### config.mk
export PLATFORM = sky130hd
export DESIGN_NAME = thresholdUnit
export DESIGN_NICKNAME = d
export VERILOG_FILES = /design/src/rtl/thresholdPkg.sv /design/src/rtl/thresholdLoader.sv /design/src/rtl/thresholdSearch.sv /design/src/rtl/thresholdUnit.sv
export SDC_FILE = /design/constraint.sdc
export NUM_CORES = 1
export LEC_CHECK = 0
export ABC_AREA = 1
export ABC_CLOCK_PERIOD_IN_PS = 8300
export BUFFER_PORTS_ARGS = -buffer_cell sky130_fd_sc_hd__buf_2
export CORE_UTILIZATION = 55
export CTS_BUF_LIST = sky130_fd_sc_hd__clkbuf_2 sky130_fd_sc_hd__clkbuf_4 sky130_fd_sc_hd__clkbuf_8
export CTS_CLUSTER_DIAMETER = 30
export DETAILED_ROUTE_END_ITERATION = 8
export GPL_ROUTABILITY_DRIVEN = 0
export PLACE_DENSITY = 0.73
export SETUP_SLACK_MARGIN = 0.15
export SLEW_MARGIN = 20
export SYNTH_ARGS = -nofsm -noshare
export SYNTH_HDL_FRONTEND = slang
export SYNTH_SLANG_ARGS = --single-unit
### constraint.sdc
create_clock -name clk -period 8.3 [get_ports clk]
set_input_delay 0.83 -clock clk [delete_from_list [all_inputs] [get_ports clk]]
set_output_delay 0.83 -clock clk [all_outputs]
set_load 0.02 [all_outputs]
### src/rtl/thresholdPkg.sv
// Widths, bias and shared types for the multi-threshold activation unit
// Samples and thresholds are signed; results are the count plus a fixed bias
// Thresholds per channel must be loaded lowest first, strictly ascending
package thresholdPkg;

  localparam int outBits = 4;            // Result precision, also the pipeline depth
  localparam int inBits = 8;             // Sample and threshold precision, signed
  localparam int numChannels = 4;        // Threshold sets
  localparam int cnlBits = 2;            // Channel number width
  localparam int numThresholds = 15;     // 2**outBits - 1 per channel
  localparam int outBias = -8;           // Added to the raw count
  localparam int resBits = 4;            // Signed result width, holds -8..7

  // Memory write address is channel over node index
  localparam int addrBits = cnlBits + outBits;
  // Load index counter runs 1..16, 16 meaning the set is full
  localparam int idxBits = 5;

  // Configuration opcodes
  typedef enum logic {
    opStart = 1'b0,                      // Restart a channel's load sequence
    opWrite = 1'b1                       // Store the channel's next threshold
  } cfgOp_e;

  typedef struct packed {
    cfgOp_e                   op;
    logic [cnlBits-1:0]       cnl;
    logic signed [inBits-1:0] value;     // Threshold value for opWrite
  } cfgCmd_t;

  // One write into the search memories
  typedef struct packed {
    logic                     we;
    logic [addrBits-1:0]      addr;      // {channel, node index}
    logic signed [inBits-1:0] data;
  } thrWrite_t;

  // Input stream item
  typedef struct packed {
    logic                     vld;
    logic [cnlBits-1:0]       cnl;
    logic signed [inBits-1:0] data;
  } sample_t;

  // Output stream item
  typedef struct packed {
    logic                      vld;
    logic [cnlBits-1:0]        cnl;
    logic signed [resBits-1:0] data;     // Count plus outBias
  } result_t;

endpackage

### src/rtl/thresholdLoader.sv
// Threshold load sequencer, one command per cycle, no handshake
// Writes reach the search memories one cycle after cfgValid
// cfgError is sticky until reset; a rejected write stores nothing
`timescale 1ns/1ps

module thresholdLoader import thresholdPkg::*; (
  input  logic                   clk,
  input  logic                   rst,
  input  logic                   cfgValid,   // Single-cycle strobe
  input  cfgCmd_t                cfgCmd,
  output thrWrite_t              thrWr,
  output logic [numChannels-1:0] cfgDone,    // Channel holds a full set
  output logic                   cfgError
);

  // Per-channel sequence state
  logic [idxBits-1:0]       nextIdx [numChannels];  // Next load index, 1 based
  logic signed [inBits-1:0] lastVal [numChannels];  // Last accepted threshold

  // Selected channel view
  logic [idxBits-1:0]       curIdx;
  logic signed [inBits-1:0] prevVal;
  logic [outBits-1:0]       nodeAddr;

  logic isStart;
  logic isWrite;
  logic outOfRange;
  logic notAscending;
  logic badWrite;
  logic goodWrite;

  // Registered write port
  logic                     wrEn;
  logic [addrBits-1:0]      wrAddr;
  logic signed [inBits-1:0] wrData;

  assign curIdx = nextIdx[cfgCmd.cnl];
  assign prevVal = lastVal[cfgCmd.cnl];
  assign nodeAddr = outBits'(curIdx - 1'b1);       // Index i lives at node i-1

  assign isStart = cfgValid && (cfgCmd.op == opStart);
  assign isWrite = cfgValid && (cfgCmd.op == opWrite);

  // Sixteenth write has no node left
  assign outOfRange = curIdx > idxBits'(numThresholds);
  // First threshold of a sequence has nothing to compare with
  assign notAscending = (curIdx != idxBits'(1)) && (cfgCmd.value <= prevVal);

  assign badWrite = isWrite && (outOfRange || notAscending);
  assign goodWrite = isWrite && !badWrite;

  // Control state
  always_ff @(posedge clk) begin
    if (rst) begin
      for (int c = 0; c < numChannels; c++) begin
        nextIdx[c] <= idxBits'(1);
      end
      cfgDone <= '0;
      cfgError <= 1'b0;
      wrEn <= 1'b0;
    end else begin
      wrEn <= goodWrite;                           // Lands one cycle later
      if (badWrite) begin
        cfgError <= 1'b1;                          // Sticky
      end
      if (isStart) begin
        nextIdx[cfgCmd.cnl] <= idxBits'(1);
        cfgDone[cfgCmd.cnl] <= 1'b0;               // Set is incomplete again
      end
      if (goodWrite) begin
        nextIdx[cfgCmd.cnl] <= curIdx + 1'b1;
        if (curIdx == idxBits'(numThresholds)) begin
          cfgDone[cfgCmd.cnl] <= 1'b1;             // Fifteenth threshold stored
        end
      end
    end
  end

  // Payload, qualified by wrEn and by the index counter
  always_ff @(posedge clk) begin
    if (goodWrite) begin
      lastVal[cfgCmd.cnl] <= cfgCmd.value;
    end
    wrAddr <= {cfgCmd.cnl, nodeAddr};
    wrData <= cfgCmd.value;
  end

  assign thrWr = '{we: wrEn, addr: wrAddr, data: wrData};

endmodule

### src/rtl/thresholdSearch.sv
// Binary-search threshold pipeline, one stage per result bit
// run is the clock enable of every stage and read register
// Results are meaningful only for fully loaded channels
`timescale 1ns/1ps

module thresholdSearch import thresholdPkg::*; (
  input  logic      clk,
  input  logic      rst,
  input  thrWrite_t thrWr,   // From the loader, write side only
  input  logic      run,     // Pipeline clock enable
  input  sample_t   in,
  output result_t   out
);

  // Item travelling down the pipeline
  typedef struct packed {
    logic                     vld;
    logic [cnlBits-1:0]       cnl;
    logic signed [inBits-1:0] val;   // Original sample
    logic [outBits-1:0]       res;   // MSB first, stage s settles bit outBits-1-s
  } stage_t;

  // pipe[s] feeds stage s, pipe[outBits] is the finished item
  stage_t pipe [outBits+1];

  // Stage select from the node address suffix
  // The lowest zero bit of the node address picks the owning stage
  logic [outBits-1:0] nodeAddr;
  logic [outBits-1:0] wrSel;

  assign nodeAddr = thrWr.addr[outBits-1:0];
  assign wrSel = (nodeAddr + 1'b1) & ~nodeAddr;   // One hot, bit k means stage outBits-1-k

  // Feed, result bits start cleared
  assign pipe[0] = '{
    vld: in.vld,
    cnl: in.cnl,
    val: in.data,
    res: '0
  };

  for (genvar s = 0; s < outBits; s++) begin : genStage

    // Stage s holds 2**s nodes per channel
    logic signed [inBits-1:0] thrMem [numChannels << s];

    logic                     stageWe;
    logic [cnlBits+s-1:0]     wrAddr;    // Channel plus top s node address bits
    logic [addrBits-1:0]      rdFull;
    logic [cnlBits+s-1:0]     rdAddr;    // Channel plus result prefix
    logic signed [inBits-1:0] thrReg;    // Threshold read for the held sample
    stage_t                   stg;       // Held sample
    stage_t                   nxt;
    logic                     hit;

    // Write side
    assign stageWe = thrWr.we && wrSel[outBits-1-s];
    assign wrAddr = thrWr.addr[addrBits-1 -: cnlBits+s];

    always_ff @(posedge clk) begin
      if (stageWe) begin
        thrMem[wrAddr] <= thrWr.data;
      end
    end

    // Read side
    // Prefix bits above this stage are settled, lower ones are still zero
    assign rdFull = {pipe[s].cnl, pipe[s].res};
    assign rdAddr = rdFull[addrBits-1 -: cnlBits+s];

    always_ff @(posedge clk) begin
      if (run) begin
        thrReg <= thrMem[rdAddr];        // Old data on a same-cycle write
      end
    end

    // Stage register, only the valid bit is reset
    always_ff @(posedge clk) begin
      if (run) begin
        stg <= pipe[s];
      end
      if (rst) begin
        stg.vld <= 1'b0;
      end
    end

    // Signed compare, threshold not larger than sample
    assign hit = thrReg <= stg.val;

    // Patch in this stage's result bit
    always_comb begin
      nxt = stg;
      nxt.res[outBits-1-s] = hit;
    end

    assign pipe[s+1] = nxt;

  end : genStage

  // Output, count offset by the bias
  assign out.vld = pipe[outBits].vld;
  assign out.cnl = pipe[outBits].cnl;
  assign out.data = resBits'(int'(pipe[outBits].res) + outBias);  // Wraps into -8..7

endmodule

### src/rtl/thresholdUnit.sv
// Multi-threshold activation unit, loader in front of the search pipeline
// Loading may overlap streaming; results need the channel's cfgDone high
`timescale 1ns/1ps

module thresholdUnit import thresholdPkg::*; (
  input  logic                   clk,
  input  logic                   rst,

  // Threshold configuration
  input  logic                   cfgValid,   // Qualifies cfgCmd for one cycle
  input  cfgCmd_t                cfgCmd,

  // Stream
  input  logic                   run,        // Stalls the whole pipeline when low
  input  sample_t                in,
  output result_t                out,

  // Status
  output logic [numChannels-1:0] cfgDone,    // Per channel, full set loaded
  output logic                   cfgError    // Sticky order or overflow error
);

  // Memory write from loader to search
  thrWrite_t thrWr;

  // Sequences indices, builds addresses, checks order
  thresholdLoader loader (
    .clk      (clk),
    .rst      (rst),
    .cfgValid (cfgValid),
    .cfgCmd   (cfgCmd),
    .thrWr    (thrWr),
    .cfgDone  (cfgDone),
    .cfgError (cfgError)
  );

  // Four stage binary search
  thresholdSearch search (
    .clk   (clk),
    .rst   (rst),
    .thrWr (thrWr),
    .run   (run),
    .in    (in),
    .out   (out)
  );

endmodule

* Word level (Yosys, flattened, before mapping)
Memory sizes are Yosys's and may differ from the RTL's. A register that Yosys moved wholly into a read port is not among the register bits. Index checks and enable logic that the tools add are counted.
Storage, ports and cells: output and inout bits 12, memories kept 6, input port bits 26, register bits 70, logic and storage cells 87, RAM bits 532
Operators by class: reductions and logical operators 13, eq/ne operators 2, add/subtract/negate cells 4, $lt $le $gt $ge 8, bitwise logic cells 7, muxes and demuxes 27
Memory list:
- search.genStage[3].thrMem | words 32, width 8, read ports 1, clocked after Yosys merged registers in 1, write ports 1, RTL line thresholdSearch.sv:45 | logic signed [inBits-1:0] thrMem [numChannels << s];
- search.genStage[2].thrMem | words 16, width 8, read ports 1, clocked after Yosys merged registers in 1, write ports 1, RTL line thresholdSearch.sv:45
- search.genStage[1].thrMem | words 8, width 8, read ports 1, clocked after Yosys merged registers in 1, write ports 1, RTL line thresholdSearch.sv:45
- loader.lastVal | words 4, width 8, read ports 1, clocked after Yosys merged registers in 0, write ports 1, RTL line thresholdLoader.sv:18 | logic signed [inBits-1:0] lastVal [numChannels];
- search.genStage[0].thrMem | words 4, width 8, read ports 1, clocked after Yosys merged registers in 1, write ports 1, RTL line thresholdSearch.sv:45
- loader.nextIdx | words 4, width 5, read ports 1, clocked after Yosys merged registers in 0, write ports 4, RTL line thresholdLoader.sv:17 | logic [idxBits-1:0] nextIdx [numChannels];
Operators with widths (number):
- <= comparator 8 bit | 5
- 2-to-1 mux 1 bit | 19
- 2-to-1 mux 4 bit | 4
- logical AND 1 bit | 10
- 2-to-1 mux 5 bit | 2
- AND 4 bit | 2
- inverter 4 bit | 2
- adder 5 x 1 -> 5 bit (second input constant) | 1
- equality test 5 x 4 -> 1 bit (second input constant) | 1
- greater-than comparator 5 x 4 -> 1 bit (second input constant) | 1
- != test 5 x 1 -> 1 bit (second input constant) | 1
- OR reduction 5 bit | 1
- adder 4 x 1 -> 4 bit (second input constant) | 1
- adder 4 bit (second input constant) | 1
- OR 4 bit | 1
- subtractor 4 x 1 -> 4 bit (second input constant) | 1
- < comparator 2 x 3 -> 1 bit (second input constant) | 1
- demux 1 bit (select 2 bit) | 1
- >= comparator 2 x 1 -> 1 bit (second input constant) | 1
- 2-to-1 mux 2 bit | 1
- logical NOT 1 bit | 1
- logical OR 1 bit | 1
- inverter 1 bit | 1
- OR 1 bit | 1

* Depth between registers and ports, before layout
An unclocked memory read counts as a cell.
word-level depth 13, gate-level depth with buffers 20, gate-level depth less buffers 18

* Hierarchy
From an unflattened synthesis, not the netlist that was laid out.
Unflattened totals: cell total of the unflattened synthesis 2476, area total of the unflattened synthesis 27430.1 µm²
Modules (own cells, without submodules):
- thresholdSearch | cells each 2211, times used 1, area an instance 24399.7 µm², seq. area each 16836.1 µm²
- thresholdLoader | cells each 265, times used 1, area an instance 3030.4 µm², seq. area each 1961.9 µm²

* Worst setup path before layout
OpenSTA, ideal clock, no wires.
kind input port to flip-flop, from input port cfgCmd[9] (netlist bit), to memory loader.nextIdx[3][0] (enable), path buffers 1, path slack 4.798 ns, library setup time 0.374 ns, stages 15, arrival time 3.129 ns, cells stage by stage inv_1 > nor2_2 > clkbuf_1 > a22o_2 > a221oi_1 > ha_1 > inv_1 > nor2_1 > o21ai_0 > nand2_1 > a21oi_1 > o211ai_1 > nand2_2 > nand3_2 > o21ai_0
RTL lines:
- start: declaration | RTL line thresholdUnit.sv:11 | input cfgCmd_t cfgCmd,
- end: declaration | RTL line thresholdLoader.sv:17

* Worst setup path after layout
from register search.genStage[2].stg (netlist bit search.genStage[2].nxt[11]), to register search.genStage[3].thrReg[0] (read register of search.genStage[3].thrMem) (data pin)
Between the ends: longest elaborated chain between the ends 1
Ends and longest elaborated chain:
- start: declaration | RTL line thresholdSearch.sv:52 | stage_t stg;
- start signal: assignment | RTL line thresholdSearch.sv:80 | stg <= pipe[s];
- <= comparator 8 bit | RTL line thresholdSearch.sv:88 | assign hit = thrReg <= stg.val;
- end: declaration | RTL line thresholdSearch.sv:51 | logic signed [inBits-1:0] thrReg;
Every way passes these cells. A chain may end at the register's enable or synchronous reset.

==> results.yml <==
status:
  status: "finished clean"
worst_setup_path:
  reg2reg_slack_ns: 3.80
  crit_type: "reg -> reg"
  cp-end-kind: "flip-flop"
  start_kind: "flip-flop"
  required_ns: 8.73
  crit_chain: "inv_1 > ha_1 > a21o_1 > nor2_1 > nand3_4 > nand3_4 > buf_4 > nand2_1 > nand3_1 > nand3_1 > nand3_1 > nand2_1 > nand2_1 > nand2_1"
  path_depth: 14
  cp.arrival_ns: 4.94
  critical_path_peak_fanout: 73
  reg2reg_from: "search.genStage[2].nxt[11]"
  cp_num_buf_inv: 2
  r2r-end: "search.genStage[3].thrReg[0]"
  rr_worst_depth: 14
  critPathMaxStageDelay_ns: 0.82
  crit_family: "simple AND/OR/NAND/NOR gates"
  cp_slowest_cell: "nand3_4"
  cp_common_cell: "nand2_1"
sta:
  rsz0062_at_grt: "no"
  fin_skew_ns: 0.0482
  hold_violations: 0
  fin_setup_tns_ns: 0
  timing.final.crit_share: 0.543
  min_period_ns: 4.50
  timing.fmax_mhz: 222
  holdWs_ns: 0.297
  drv_slew: 0
  setup_viol: 0
  max_slew_margin: 0.287
  tightest_slew_ns: 1.07
route:
  firstDrtPassIters: 5
  wl_met2_um: 29500
  routed_via_density: 5.68
  dr.first_iter.drc_count: 2104
  postRouteWirelength_um: 62300
  drt-wirelength-per-cell_um: 19.7
  route.detailed.drc: 0
  wl_met3_um: 4910
  vias: 18000
  ant_nets: 0
  met1_length_um: 26000
  top_layer: "met5"
worst_hold_path:
  hp-start: "in[5]"
  worstHoldPathType: "in -> reg"
  min_to: "search.genStage[0].nxt[9]"
  min_path_cells: 1
clocking:
  cts_buffers: 115
  clk_latency_ns: 0.72
  cts_buffer_depth: 3
  clock_tree.root_cell: "clkbuf_8"
  cts_setup_buffers: 0
  path_clk_slew_ns: 0.06
  cts_resized: 0
  h-tree-depth: 3
  cts_tree: "done"
  cts_hold_buf: 0
  clock-sinks: 634
finish:
  instances_no_fill: 3167
  n_fill_cell: 3599
  areaGrowthSynthToFinish_pct: 12.2
  multi_input_area_sq_um: 6270
  drive_above_1_share: 0.121
  regArea_sq_um: 18800
  finalInstanceArea_sq_um: 30400
  diodes: 0
  layout_commonest_cell: "edfxtp_1"
  fin_nets: 2480
  layout_common_cells: "edfxtp_1, inv_1, nand2_1"
global_route:
  grt_max_degree: 122
  grt_use_total: 0.252
  grt_pass1_vias: 17600
  grt_pass1_wl_um: 96900
  grt_antenna_before_repair: 1
  gr-total-overflow: 0
floorplanning:
  die_area_sq_um: 50100
  start_util: 0.563
  core-area_sq_um: 48100
  die_height_um: 224
  die_w_um: 224
  fp-row-count: 80
  ioPinCount: 38
yosys:
  synth_area_leader_cell: "edfxtp_1"
  syn_area_sq_um: 27100
  synth.area.top_cells: "edfxtp_1, inv_1, nand3_1, nand2_1, nand4_1"
  ys_seq_area_frac: 0.694
  ys_seq_elements: 634
  synth.distinct_cells: 41
  syn-num-nets: 2434
  synth_cells: 2364
  syn_avg_cell_area_sq_um: 11.5
  yosysTopAreaCellShare: 0.676
  yosysWarnings: 0
placed_design:
  hpwlAfterDp_um: 36000
  dp_cells: 2949
  io_buffers: 37
  postPlaceCellArea_sq_um: 27700
run:
  drv_cap: 0
power:
  p_per_area_nw_per_um2: 260
  p_leak_nw: 12.1
  p_total_w: 0.00789
  peakVddDrop_uv: 189
per-layer routing:
layer / track usage / up-vias
met5: 0 / -
met4: 0.100 / 2
li1: - / 8326
met1: 0.343 / 8651
met2: 0.401 / 862
met3: 0.0501 / 133
area by class of cell:
class,count,area share
sequential,634,0.619
timing repair buffer,54,0.0104
clock inverter,69,0.0261
clock buffer,149,0.0613
tap,656,0.0270
multi-input combinational,1202,0.206
inverter,403,0.0498
flip-flops by register name (all words and copies together) (netlist names):
name                    count
loader.nextIdx             20
loader.cfgError             1
loader.wrData               8
loader.lastVal             32
search.out                  3
loader.wrAddr               6
search.genStage.thrMem    480
loader.cfgDone              4
loader.wrEn                 1
search.genStage.nxt        47
search.genStage.thrReg     32
cells by family after synthesis:
group                      count (synthesis)  synth area share
AOI/OAI and AO/OA                        210            0.0479
adders and majority gates                 44            0.0203
and+or+nand+nor                          945             0.160
buffers and inverters                    528            0.0767
DFF                                      634             0.694
xor gates and xnor gates                   3          0.000970
worst max path at each step:
stage,from,end
after floorplan,cfgCmd[9],loader.nextIdx[3][0]
after global placement,search.genStage[2].nxt[11],search.genStage[3].thrReg[0]
after detailed placement,search.genStage[2].nxt[11],search.genStage[3].thrReg[2]
after CTS,search.genStage[2].nxt[11],search.genStage[3].thrReg[0]
after global routing,search.genStage[2].nxt[11],search.genStage[3].thrReg[3]
final,search.genStage[2].nxt[11],search.genStage[3].thrReg[0]
Yosys cell counts (all sizes together):
cell type  count
nor3b          1
o21a           1
a211oi         1
a22oi          7
or2            1
inv          403
a22o           7
xor2           3
o21bai         1
nand3        292
nand4        135
ha            44
edfxtp       610
o21ai         83
o211ai        36
a21o           2
clkbuf        53
o32a           1
a21oi         38
nor2         154
nor3           5
nand2        356
buf           72
dfxtp         24
o22ai         24
nor4           1
a221oi         9
power by group:
group / switching, W / internal (W) / total [W]
clock: 0.00133 / 0.00196 / 0.00330
sequential: 0.0000491 / 0.00358 / 0.00363
combinational: 0.000697 / 0.000267 / 0.000964
total: 0.00208 / 0.00581 / 0.00789
stage by stage:
step / util / setup slack, ns
after CTS: 0.631 / 3.91
after detailed placement: 0.576 / 3.93
after floorplan: - / 4.80
final: 0.631 / 3.80
after global routing: 0.631 / 3.57
after global placement: 0.576 / 4.03
Power figures use the tool's default switching activity.
